==> src/hdl/tc_fsm_pkg.sv <==
package tc_fsm_pkg;

    //////////////////////////////
    // counting modes
    //////////////////////////////
    // only two codes defined
    // 2 and 3 fall through to one-shot handling in the FSM
    typedef enum logic [1:0] {
        TC_MODE_ONESHOT  = 2'd0,  // count to zero, stop, irq
        TC_MODE_PERIODIC = 2'd1   // reload on zero, no irq
    } tc_mode_e;

    //////////////////////////////
    // control FSM states
    //////////////////////////////
    typedef enum logic [1:0] {
        TC_IDLE = 2'd0,  // disabled, count frozen
        TC_LOAD = 2'd1,  // one cycle, copy preset into counter
        TC_RUN  = 2'd2,  // decrement until zero
        TC_DONE = 2'd3   // one-shot finished, irq may be up
    } tc_state_e;

endpackage

==> src/hdl/tc_reg_pkg.sv <==
package tc_reg_pkg;

    //////////////////////////////
    // bus geometry
    //////////////////////////////
    localparam int TC_DATA_W = 32;  // register and bus width
    localparam int TC_ADDR_W = 2;   // four word slots

    // register map, slot 3 is unmapped and reads zero
    localparam logic [TC_ADDR_W-1:0] TC_REG_CTRL = 2'd0;
    localparam logic [TC_ADDR_W-1:0] TC_REG_PST  = 2'd1;  // reload value
    localparam logic [TC_ADDR_W-1:0] TC_REG_CNT  = 2'd2;  // read only

    // bits of CTRL that actually exist in hardware
    localparam logic [TC_DATA_W-1:0] TC_CTRL_MASK = 32'h0000_000f;

    //////////////////////////////
    // CTRL word layout
    //////////////////////////////
    // msb first, so enable lands in bit 0
    typedef struct packed {
        logic [TC_DATA_W-5:0]  reserved;  // always zero on read
        logic                  irq_mask;  // bit 3
        tc_fsm_pkg::tc_mode_e  mode;      // bits 2:1
        logic                  enable;    // bit 0
    } tc_ctrl_t;

    // same 32 bits seen as a bus word or as fields
    typedef union packed {
        logic [TC_DATA_W-1:0] raw;     // as it travels on wdata/rdata
        tc_ctrl_t             fields;  // as the FSM consumes it
    } tc_ctrl_u;

endpackage

==> src/hdl/tc_cnt_if.sv <==
`timescale 1ns/1ps

interface tc_cnt_if;
    import tc_reg_pkg::*;

    logic                 load;    // fsm -> counter, one cycle pulse
    logic                 dec;     // fsm -> counter, held while running
    logic [TC_DATA_W-1:0] preset;  // regs -> counter
    logic [TC_DATA_W-1:0] count;   // counter -> regs for readback
    logic                 zero;    // counter -> fsm

    // sequencing side
    modport fsm (
        output load,
        output dec,
        input  zero
    );

    // the down counter itself
    modport cnt (
        input  load,
        input  dec,
        input  preset,
        output count,
        output zero
    );

    // register block supplies preset, reads count back
    modport regs (
        output preset,
        input  count
    );

endinterface

==> src/hdl/tc_counter.sv <==
`timescale 1ns/1ps

module tc_counter (
    input  logic  start_i,
    input  logic  rst_n_i,
    tc_cnt_if.cnt cnt_if
);
    import tc_reg_pkg::*;

    logic [TC_DATA_W-1:0] count_q;  // visible as COUNT

    //////////////////////////////
    // down counter
    //////////////////////////////
    always_ff @(posedge start_i) begin
        if (!rst_n_i) begin
            count_q <= '0;
        end else if (cnt_if.load) begin
            count_q <= cnt_if.preset;       // load has priority
        end else if (cnt_if.dec) begin
            count_q <= count_q - 1'b1;
        end
        // otherwise hold, covers IDLE freeze and DONE
    end

    assign cnt_if.count = count_q;
    assign cnt_if.zero  = (count_q == '0);  // combinational flag for the FSM

    //////////////////////////////
    // checks
    //////////////////////////////
    // relies on the FSM gating dec with zero
    a_no_wrap: assert property (
        @(posedge start_i) disable iff (!rst_n_i)
        (count_q == '0 && !cnt_if.load) |=> (count_q == '0)
    ) else $error("counter wrapped below zero");

endmodule

==> src/hdl/tc_ctrl_fsm.sv <==
`timescale 1ns/1ps

module tc_ctrl_fsm (
    input  logic                 start_i,
    input  logic                 rst_n_i,
    input  tc_reg_pkg::tc_ctrl_t ctrl_i,
    tc_cnt_if.fsm                cnt_if,
    output logic                 irq_o
);
    import tc_fsm_pkg::*;

    tc_state_e state_q;
    tc_state_e state_d;
    logic      periodic;  // mode 1 selected
    logic      irq_q;

    // anything other than the periodic code acts as one-shot
    assign periodic = (ctrl_i.mode == TC_MODE_PERIODIC);

    //////////////////////////////
    // next state
    //////////////////////////////
    always_comb begin
        state_d = state_q;
        case (state_q)
            TC_IDLE: begin
                if (ctrl_i.enable) begin
                    state_d = TC_LOAD;  // enable seen one edge ago
                end
            end
            TC_LOAD: begin
                state_d = TC_RUN;  // counter takes preset on this edge
            end
            TC_RUN: begin
                if (cnt_if.zero) begin
                    // reload costs LOAD plus one RUN cycle at zero
                    state_d = periodic ? TC_LOAD : TC_DONE;
                end
            end
            TC_DONE: begin
                state_d = TC_DONE;  // parked until enable drops
            end
            default: state_d = TC_IDLE;
        endcase

        // disable wins from any state
        if (!ctrl_i.enable) begin
            state_d = TC_IDLE;
        end
    end

    //////////////////////////////
    // state and irq registers
    //////////////////////////////
    always_ff @(posedge start_i) begin
        if (!rst_n_i) begin
            state_q <= TC_IDLE;
            irq_q   <= 1'b0;
        end else begin
            state_q <= state_d;
            irq_q   <= (state_d == TC_DONE) && ctrl_i.irq_mask;  // level, tracks mask
        end
    end

    // counter strobes, decoded from current state
    assign cnt_if.load = (state_q == TC_LOAD);
    assign cnt_if.dec  = (state_q == TC_RUN) && !cnt_if.zero;  // stop at zero
    assign irq_o       = irq_q;

    //////////////////////////////
    // checks
    //////////////////////////////
    // one-shot parks only once the counter really sits at zero
    a_done_at_zero: assert property (
        @(posedge start_i) disable iff (!rst_n_i)
        (state_q == TC_DONE) |-> cnt_if.zero
    ) else $error("DONE reached with a nonzero count");

endmodule

==> src/hdl/tc_regs.sv <==
`timescale 1ns/1ps

module tc_regs (
    input  logic                             start_i,
    input  logic                             rst_n_i,
    input  logic                             we_i,
    input  logic [tc_reg_pkg::TC_ADDR_W-1:0] addr_i,
    input  logic [tc_reg_pkg::TC_DATA_W-1:0] wdata_i,
    output logic [tc_reg_pkg::TC_DATA_W-1:0] rdata_o,
    output tc_reg_pkg::tc_ctrl_t             ctrl_o,
    tc_cnt_if.regs                           cnt_if
);
    import tc_reg_pkg::*;
    import tc_fsm_pkg::*;

    // implemented CTRL bits only, nothing stored for the reserved field
    logic                 irq_mask_q;
    tc_mode_e             mode_q;
    logic                 enable_q;
    logic [TC_DATA_W-1:0] preset_q;  // PRESET, written whole

    tc_ctrl_u wr_u;  // incoming write data split into fields
    tc_ctrl_u rd_u;  // CTRL rebuilt for readback and for the FSM

    logic we_ctrl;
    logic we_pst;

    //////////////////////////////
    // write decode
    //////////////////////////////
    assign we_ctrl = we_i && (addr_i == TC_REG_CTRL);
    assign we_pst  = we_i && (addr_i == TC_REG_PST);
    // COUNT and slot 3 have no write enable at all

    always_comb begin
        wr_u.raw = wdata_i;
    end

    always_ff @(posedge start_i) begin
        if (!rst_n_i) begin
            irq_mask_q <= 1'b0;
            mode_q     <= TC_MODE_ONESHOT;
            enable_q   <= 1'b0;
            preset_q   <= '0;
        end else begin
            if (we_ctrl) begin
                irq_mask_q <= wr_u.fields.irq_mask;
                mode_q     <= wr_u.fields.mode;      // codes 2/3 kept as written
                enable_q   <= wr_u.fields.enable;
                // upper wdata bits dropped here
            end
            if (we_pst) begin
                preset_q <= wdata_i;  // picked up at next LOAD
            end
        end
    end

    //////////////////////////////
    // CTRL rebuild and readback
    //////////////////////////////
    always_comb begin
        rd_u.raw             = '0;  // reserved bits read as zero
        rd_u.fields.irq_mask = irq_mask_q;
        rd_u.fields.mode     = mode_q;
        rd_u.fields.enable   = enable_q;
    end

    assign ctrl_o        = rd_u.fields;  // straight to the FSM
    assign cnt_if.preset = preset_q;

    // read mux, purely combinational so a write shows on the next cycle
    always_comb begin
        case (addr_i)
            TC_REG_CTRL: rdata_o = rd_u.raw;
            TC_REG_PST:  rdata_o = preset_q;
            TC_REG_CNT:  rdata_o = cnt_if.count;  // live counter value
            default:     rdata_o = '0;            // unmapped slot
        endcase
    end

    //////////////////////////////
    // checks
    //////////////////////////////
    // a CTRL write reads back as the written word with only the mask bits kept
    a_ctrl_wr_masked: assert property (
        @(posedge start_i) disable iff (!rst_n_i)
        we_ctrl |=> (rd_u.raw == ($past(wdata_i) & TC_CTRL_MASK))
    ) else $error("CTRL readback differs from masked write data");

endmodule

==> src/hdl/tc_top.sv <==
`timescale 1ns/1ps

module tc_top (
    input  logic                             start_i,
    input  logic                             rst_n_i,
    input  logic                             we_i,
    input  logic [tc_reg_pkg::TC_ADDR_W-1:0] addr_i,
    input  logic [tc_reg_pkg::TC_DATA_W-1:0] wdata_i,
    output logic [tc_reg_pkg::TC_DATA_W-1:0] rdata_o,
    output logic                             irq_o
);
    import tc_reg_pkg::*;

    tc_ctrl_t ctrl;  // decoded CTRL, regs to fsm

    // load/dec/preset/count/zero bundle
    tc_cnt_if u_cnt_if ();

    //////////////////////////////
    // register block
    //////////////////////////////
    tc_regs u_regs (
        .start_i (start_i),
        .rst_n_i (rst_n_i),
        .we_i    (we_i),
        .addr_i  (addr_i),
        .wdata_i (wdata_i),
        .rdata_o (rdata_o),
        .ctrl_o  (ctrl),
        .cnt_if  (u_cnt_if.regs)
    );

    //////////////////////////////
    // sequencing
    //////////////////////////////
    tc_ctrl_fsm u_fsm (
        .start_i (start_i),
        .rst_n_i (rst_n_i),
        .ctrl_i  (ctrl),
        .cnt_if  (u_cnt_if.fsm),
        .irq_o   (irq_o)      // straight out, no extra stage
    );

    tc_counter u_counter (
        .start_i (start_i),
        .rst_n_i (rst_n_i),
        .cnt_if  (u_cnt_if.cnt)
    );

endmodule

==> config.mk <==
export PLATFORM = sky130hd
export DESIGN_NAME = tc_top
export DESIGN_NICKNAME = d
export VERILOG_FILES = /design/src/hdl/tc_fsm_pkg.sv /design/src/hdl/tc_reg_pkg.sv /design/src/hdl/tc_cnt_if.sv /design/src/hdl/tc_counter.sv /design/src/hdl/tc_ctrl_fsm.sv /design/src/hdl/tc_regs.sv /design/src/hdl/tc_top.sv
export SDC_FILE = /design/constraint.sdc
export NUM_CORES = 1
export LEC_CHECK = 0
export BUFFER_PORTS_ARGS = -buffer_cell sky130_fd_sc_hd__buf_2
export CAP_MARGIN = 20
export CORE_ASPECT_RATIO = 1.4
export CORE_MARGIN = 3
export CORE_UTILIZATION = 35
export CTS_CLUSTER_DIAMETER = 30
export DETAILED_ROUTE_END_ITERATION = 7
export PLACE_DENSITY = 0.57
export SYNTH_ARGS = -nofsm -noshare
export SYNTH_HDL_FRONTEND = slang
export SYNTH_SLANG_ARGS = --single-unit
==> constraint.sdc <==
create_clock -name start_i -period 3.2 [get_ports start_i]
set_input_delay 0 -clock start_i [delete_from_list [all_inputs] [get_ports start_i]]
set_output_delay 0 -clock start_i [all_outputs]
set_load 0.02 [all_outputs]
==> results.cfg, run 1 <==
[run_status]
status = finished clean

[detailed_routing]
drtPass1Iterations = 6
drtIter0Drc = 337
via_per_inst = 5.807
final_antenna_net_count = 0
num_vias = 4245
drcViolationCount = 0
wl_per_cell_um = 17.67
totalWireLength_um = 12920

[layout]
seqCellArea_um2 = 1421
fillerInstances = 1108
syn_to_final_growth_pct = 29.35
layout_common_cells = nand2_1, dfxtp_1, buf_2, a21oi_1, dlygate4sd3_1
fin_nets = 624
final_common_cell = nand2_1
drive_above_1_share_pct = 20.51
antennaDiodeCount = 0
multi_input_area_um2 = 2323

[timing]
drv_slew = 0
fin_setup_tns_ns = 0
setup-violations-final = 0
rsz0062_at_grt = false
max_freq_mhz = 361.7
tightest_slew_ns = 0.9421
skew_ns = 0.005365
slew_headroom_pct = 37.19
min_period_ns = 2.765
timing.final.hold_violations = 0
layout_setup_ws_ns = 0.4349
min_period_over_period_pct = 86.41

[cts]
cts_root_buffer = clkbuf_16
cts_tree = yes
cts_htree_levels = 3
cts.clk_slew.worst_paths_ns = 0.06
clock_path_buffers = 2
cts_resized = 0
post_cts_buffers = 0
clkLatencyLatePin_ns = 0.33
numClockSinks = 71
cts-hold-fix-buffers = 32
cts_buffers = 9

[synthesis]
yosys_warnings = 0
synth_edf_count = 0
ys_types = 57
syn-num-nets = 539
syn_area_um2 = 3918
avgSynthCellArea_um2 = 7.835
ys_seq_area_share_pct = 36.28
ys_ff_latch = 71
async_flop_share_pct = 0
syn_inst = 500
yosys_most_used_dff = dfxtp_1

[floorplan]
coreArea_um2 = 10870
die_y_um = 131.2
ios = 70
row_count = 45
start_util_pct = 36.05
die_x_um = 95.42
dieArea_um2 = 12520

[grt]
grt_pass1_wl_um = 20980
grt_overflow = 0
grt_max_degree = 37
antenna_found_initial = 0
grt_pass1_vias = 4103
grt_usage_pct = 21.10

[critical_path]
crit_family = compound AO/OA/AOI/OAI gates
max_stage_delay_ns = 0.72
r2r_setup_slack_ns = 0.43
path_max_fanout = 22
end_kind = register
slowest_stage = o31a_1
cp-start-kind = register
crit_arrival_ns = 2.99
critical_path_required_ns = 3.42
path_class = register to register
cp_num_buf_inv = 0
path_cells = nor4_1, nand4_1, o31a_1, a32o_1, o21a_1

[power_and_ir_drop]
internal_power_mw = 1.795
p_leak_nw = 2.082
pwr-share-seq_pct = 39.7
pwr-share-comb_pct = 9.2
power_density_nw_per_um2 = 455.9
power_frac_clock_pct = 51.1
p_sw_uw = 515.6
swShare_pct = 22.32
peakVddDrop_uv = 243.2

[flow_run]
maxCapViolations = 0

[placement]
gp_congestion = 0.9277
pre_cts_slack_ns = 0.5731
numPortBuffers = 69
dpl.hpwl_um = 8672

[hold_path]
hold_class = input port to register
kinds of logic after synthesis:
logic type / synth area share [%]
simple gates: 28.17
compound gates: 25.71
flops: 36.28
buf+inv: 4.599
mux: 3.929
xor+xnor: 0.6708
fa+ha+maj: 0.6387
Yosys cell counts, types with 3 or more instances:
master       n  area [um^2]
or3_1        9        56.30
nor2_1      24        90.09
o311ai_0     9        78.83
a22o_1      28        245.2
mux2_2       3        33.78
o31a_1       4        35.03
o21a_1       3        22.52
nand2_1    101        379.1
nand4b_1     3        26.28
nor4_1       8        50.05
or2_2        4        25.02
or4_1        5        37.54
o21ai_0      9        45.04
nor3b_1      3        22.52
nand4_1      6        37.54
o211ai_1     7        52.55
dfxtp_1     71         1421
or4_4        4        45.04
and3_1       4        25.02
nor3_1      15        75.07
inv_1        5        18.77
a32oi_1      3        26.28
nor4b_1      3        26.28
a2bb2oi_1    3        26.28
mux2i_1     12        120.1
nand3_1     18        90.09
nor2b_1      3        18.77
a31oi_1     16        100.1
a21oi_1     46        230.2
nand2b_1     3        18.77
clkbuf_1    36        135.1
power by group through the flow:
| stage | Clock [mW] | Sequential, mW | Combinational (mW) |
|---|---|---|---|
| final | 1.18 | 0.918 | 0.212 |
| after global routing | 1.24 | 0.920 | 0.231 |
| after CTS | 1.21 | 0.917 | 0.211 |
| after detailed placement | 0 | 0.937 | 0.181 |
| after global placement | 0 | 0.936 | 0.178 |
| after floorplan | 0 | 0.929 | 0.115 |
layer usage:
metal	up-vias	wire length (um)	part of all wire (%)	GRT usage, %
met3	32	601	4.7	4.296
li1	2021	-	-	-
met2	144	6601	51	36.03
met5	-	0	0	0
met1	2048	5421	42	25.86
met4	0	295	2.3	7.199
final cells by class:
cell class / instances / share of cell area [%]
inverter: 5 / 0.3704
clock buffer: 11 / 4.988
multi-input combinational: 383 / 45.85
sequential: 71 / 28.05
clock inverter: 5 / 2.049
tap: 141 / 3.481
timing repair buffer: 115 / 15.21
sequential cells by signal (all words and copies together), names as in the netlist:
signal / count
u_regs.cnt_if.preset: 32
u_counter.cnt_if.count: 32
u_regs.mode_q: 2
u_regs.irq_mask_q: 1
u_fsm.state_q: 2
u_fsm.irq_o: 1
u_regs.enable_q: 1
worst register-to-register path: stages (launching register included):
cell and delay (ns):
dfxtp_1 0.34, nor4_1 0.62, nand4_1 0.46, o31a_1 0.72
a32o_1 0.35, o21a_1 0.17
path summary, 6_finish.rpt:
path	start	to	cells past startpoint
worst min-delay path	rst_n_i	u_counter.cnt_if.count[21]$_SDFFE_PN0P_	2
worst min register to register	u_regs.cnt_if.preset[16]$_SDFFE_PN0P_	u_counter.cnt_if.count[16]$_SDFFE_PN0P_	2
worst max register to register	u_counter.cnt_if.count[18]$_SDFFE_PN0P_	u_counter.cnt_if.count[15]$_SDFFE_PN0P_	5
worst max-delay path	u_counter.cnt_if.count[18]$_SDFFE_PN0P_	u_counter.cnt_if.count[15]$_SDFFE_PN0P_	5
through the flow:
stage / cells / hold slack [ns] / total power, mW / util [%] / instance area, um^2
6_report: 731 / 0.1736 / 2.310 / 46.63 / 5067
5_1_grt: 731 / 0.1880 / 2.394 / 46.63 / 5067
4_1_cts: 731 / 0.1622 / 2.334 / 46.63 / 5067
3_5_place_dp: 683 / 0.2484 / 1.118 / 40.40 / 4390
3_3_place_gp: 683 / 0.2398 / 1.114 / 40.40 / 4390
2_1_floorplan: 500 / 0.1360 / 1.044 / - / 3918
(Power assumes the default switching activity.)
==> run 2: changes to the inputs <==
- PLACE_DENSITY: 0.57 -> unset
==> run 2 against run 1 <==
Net effect:
- worst setup slack better by 0.083 ns
- sequential share of layout area increased by 0.27 points
- worst hold slack worse by 0.011 ns
- core utilization down 0.44 points
- count of clock-buffer cells in the layout unchanged
- die area is the same
- combinational power about the same
- critical endpoint is now u_counter.cnt_if.count[6]$_SDFFE_PN0P_
==> results.cfg, run 2 (same netlist as run 1, synthesis figures left out) <==
[run_status]
status = finished clean

[critical_path]
r2r_end = u_counter.cnt_if.count[6]$_SDFFE_PN0P_
startpoint = u_counter.cnt_if.count[18]$_SDFFE_PN0P_
max_stage_delay_ns = 0.60
r2r_cells = 6
critical_path_required_ns = 3.45
slowest_stage = o31ai_4
regToRegStartpoint = u_counter.cnt_if.count[18]$_SDFFE_PN0P_
path_cells = nor4_1, nand4_1, o31ai_4, buf_4, o311ai_0, a31oi_1
r2r_setup_slack_ns = 0.52
cp-start-kind = register
end_kind = register
path_max_fanout = 14
crit_end = u_counter.cnt_if.count[6]$_SDFFE_PN0P_
crit_arrival_ns = 2.93
path_class = register to register

[layout]
antennaDiodeCount = 0
drive_above_1_share_pct = 20.51
layout_common_cells = nand2_1, dfxtp_1, buf_2, a21oi_1, dlygate4sd3_1
fin_cells = 731
fillerInstances = 1096
syn_to_final_growth_pct = 28.14
final_common_cell = nand2_1
utilization_pct = 46.19
fin_nets = 624
final_area_um2 = 5020

[placement]
place_area_um2 = 4390
pre_cts_slack_ns = 0.5590
dpl.hpwl_um = 8486
placed_cells = 683
gp_congestion = 0.9364
numPortBuffers = 69

[timing]
holdWs_ns = 0.1630
drv_slew = 0
skew_ns = 0.004427
fin_setup_tns_ns = 0
min_period_over_period_pct = 83.81
max_freq_mhz = 372.9
setup-violations-final = 0
timing.final.hold_violations = 0
slew_headroom_pct = 42.36
min_period_ns = 2.682
tightest_slew_ns = 0.8645
layout_setup_ws_ns = 0.5182
rsz0062_at_grt = false

[hold_path]
hold_class = input port to register

[grt]
grt_overflow = 0
antenna_found_initial = 0
grt_max_degree = 35
grt_pass1_wl_um = 20670
grt_usage_pct = 20.60
grt_pass1_vias = 4171

[cts]
clock_path_buffers = 2
cts.clk_slew.worst_paths_ns = 0.06
cts_root_buffer = clkbuf_16
cts_tree = yes
post_cts_buffers = 0
cts-hold-fix-buffers = 32
clkLatencyLatePin_ns = 0.33
cts_resized = 0
cts_buffers = 9
cts_htree_levels = 3
numClockSinks = 71

[floorplan]
coreArea_um2 = 10870
ios = 70
row_count = 45
start_util_pct = 36.05
die_x_um = 95.42
die_y_um = 131.2
dieArea_um2 = 12520

[power_and_ir_drop]
total_power_mw = 2.151
pwr-share-comb_pct = 9.8
power_density_nw_per_um2 = 428.4
power_frac_clock_pct = 47.6
p_leak_nw = 2.055
internal_power_mw = 1.636
peakVddDrop_uv = 261.1
p_sw_uw = 514.8
swShare_pct = 23.94
pwr-share-seq_pct = 42.7

[flow_run]
maxCapViolations = 0

[detailed_routing]
drtPass1Iterations = 5
drtIter0Drc = 301
via_per_inst = 5.654
totalWireLength_um = 12530
final_antenna_net_count = 0
wl_per_cell_um = 17.14
drcViolationCount = 0
num_vias = 4133
==> run 2: worst min-delay path by stage <==
| stage | endpoint | slack, ns | startpoint | depth (start not counted) |
|---|---|---|---|---|
| global placement | u_regs.cnt_if.preset[24]$_SDFFE_PN0P_ | 0.24 | wdata_i[24] | 3 |
| detailed placement | u_regs.cnt_if.preset[14]$_SDFFE_PN0P_ | 0.25 | wdata_i[14] | 3 |
| floorplan | u_regs.cnt_if.preset[29]$_SDFFE_PN0P_ | 0.14 | wdata_i[29] | 2 |
| finish | u_counter.cnt_if.count[15]$_SDFFE_PN0P_ | 0.16 | rst_n_i | 2 |
| global route | u_counter.cnt_if.count[15]$_SDFFE_PN0P_ | 0.18 | rst_n_i | 2 |
| CTS | u_counter.cnt_if.count[15]$_SDFFE_PN0P_ | 0.14 | rst_n_i | 2 |
==> run 2: power groups by stage <==
| stage | Clock (mW) | Sequential, mW | Combinational (mW) |
|---|---|---|---|
| 3_3_place_gp | 0 | 0.936 | 0.177 |
| 3_5_place_dp | 0 | 0.937 | 0.179 |
| 4_1_cts | 1.05 | 0.917 | 0.210 |
| 6_report | 1.02 | 0.917 | 0.210 |
| 5_1_grt | 1.09 | 0.919 | 0.232 |
| 2_1_floorplan | 0 | 0.929 | 0.115 |
==> run 2: layout make-up <==
type,count,area [um^2],area share [%]
Tap cell,141,176.4,3.514
Clock inverter,5,56.30,1.122
Multi-Input combinational cell,383,2323,46.29
Timing Repair Buffer,115,770.7,15.35
Clock buffer,11,252.7,5.035
Inverter,5,18.77,0.3739
Sequential cell,71,1421,28.32
==> run 2: worst max-delay path, delay by kind of cell (launching register included) <==
family / cells / cell delay (ns)
compound gates: 3 / 0.96
buf+inv: 1 / 0.30
flops: 1 / 0.34
simple gates: 2 / 1.01
==> run 2: layer usage <==
| layer | track usage (%) | vias up | routed length [um] |
|---|---|---|---|
| met5 | 0 | - | 0 |
| met4 | 7.753 | 0 | 298 |
| met3 | 3.322 | 22 | 603 |
| met2 | 35.61 | 107 | 6485 |
| met1 | 25.08 | 1981 | 5141 |
| li1 | - | 2023 | - |
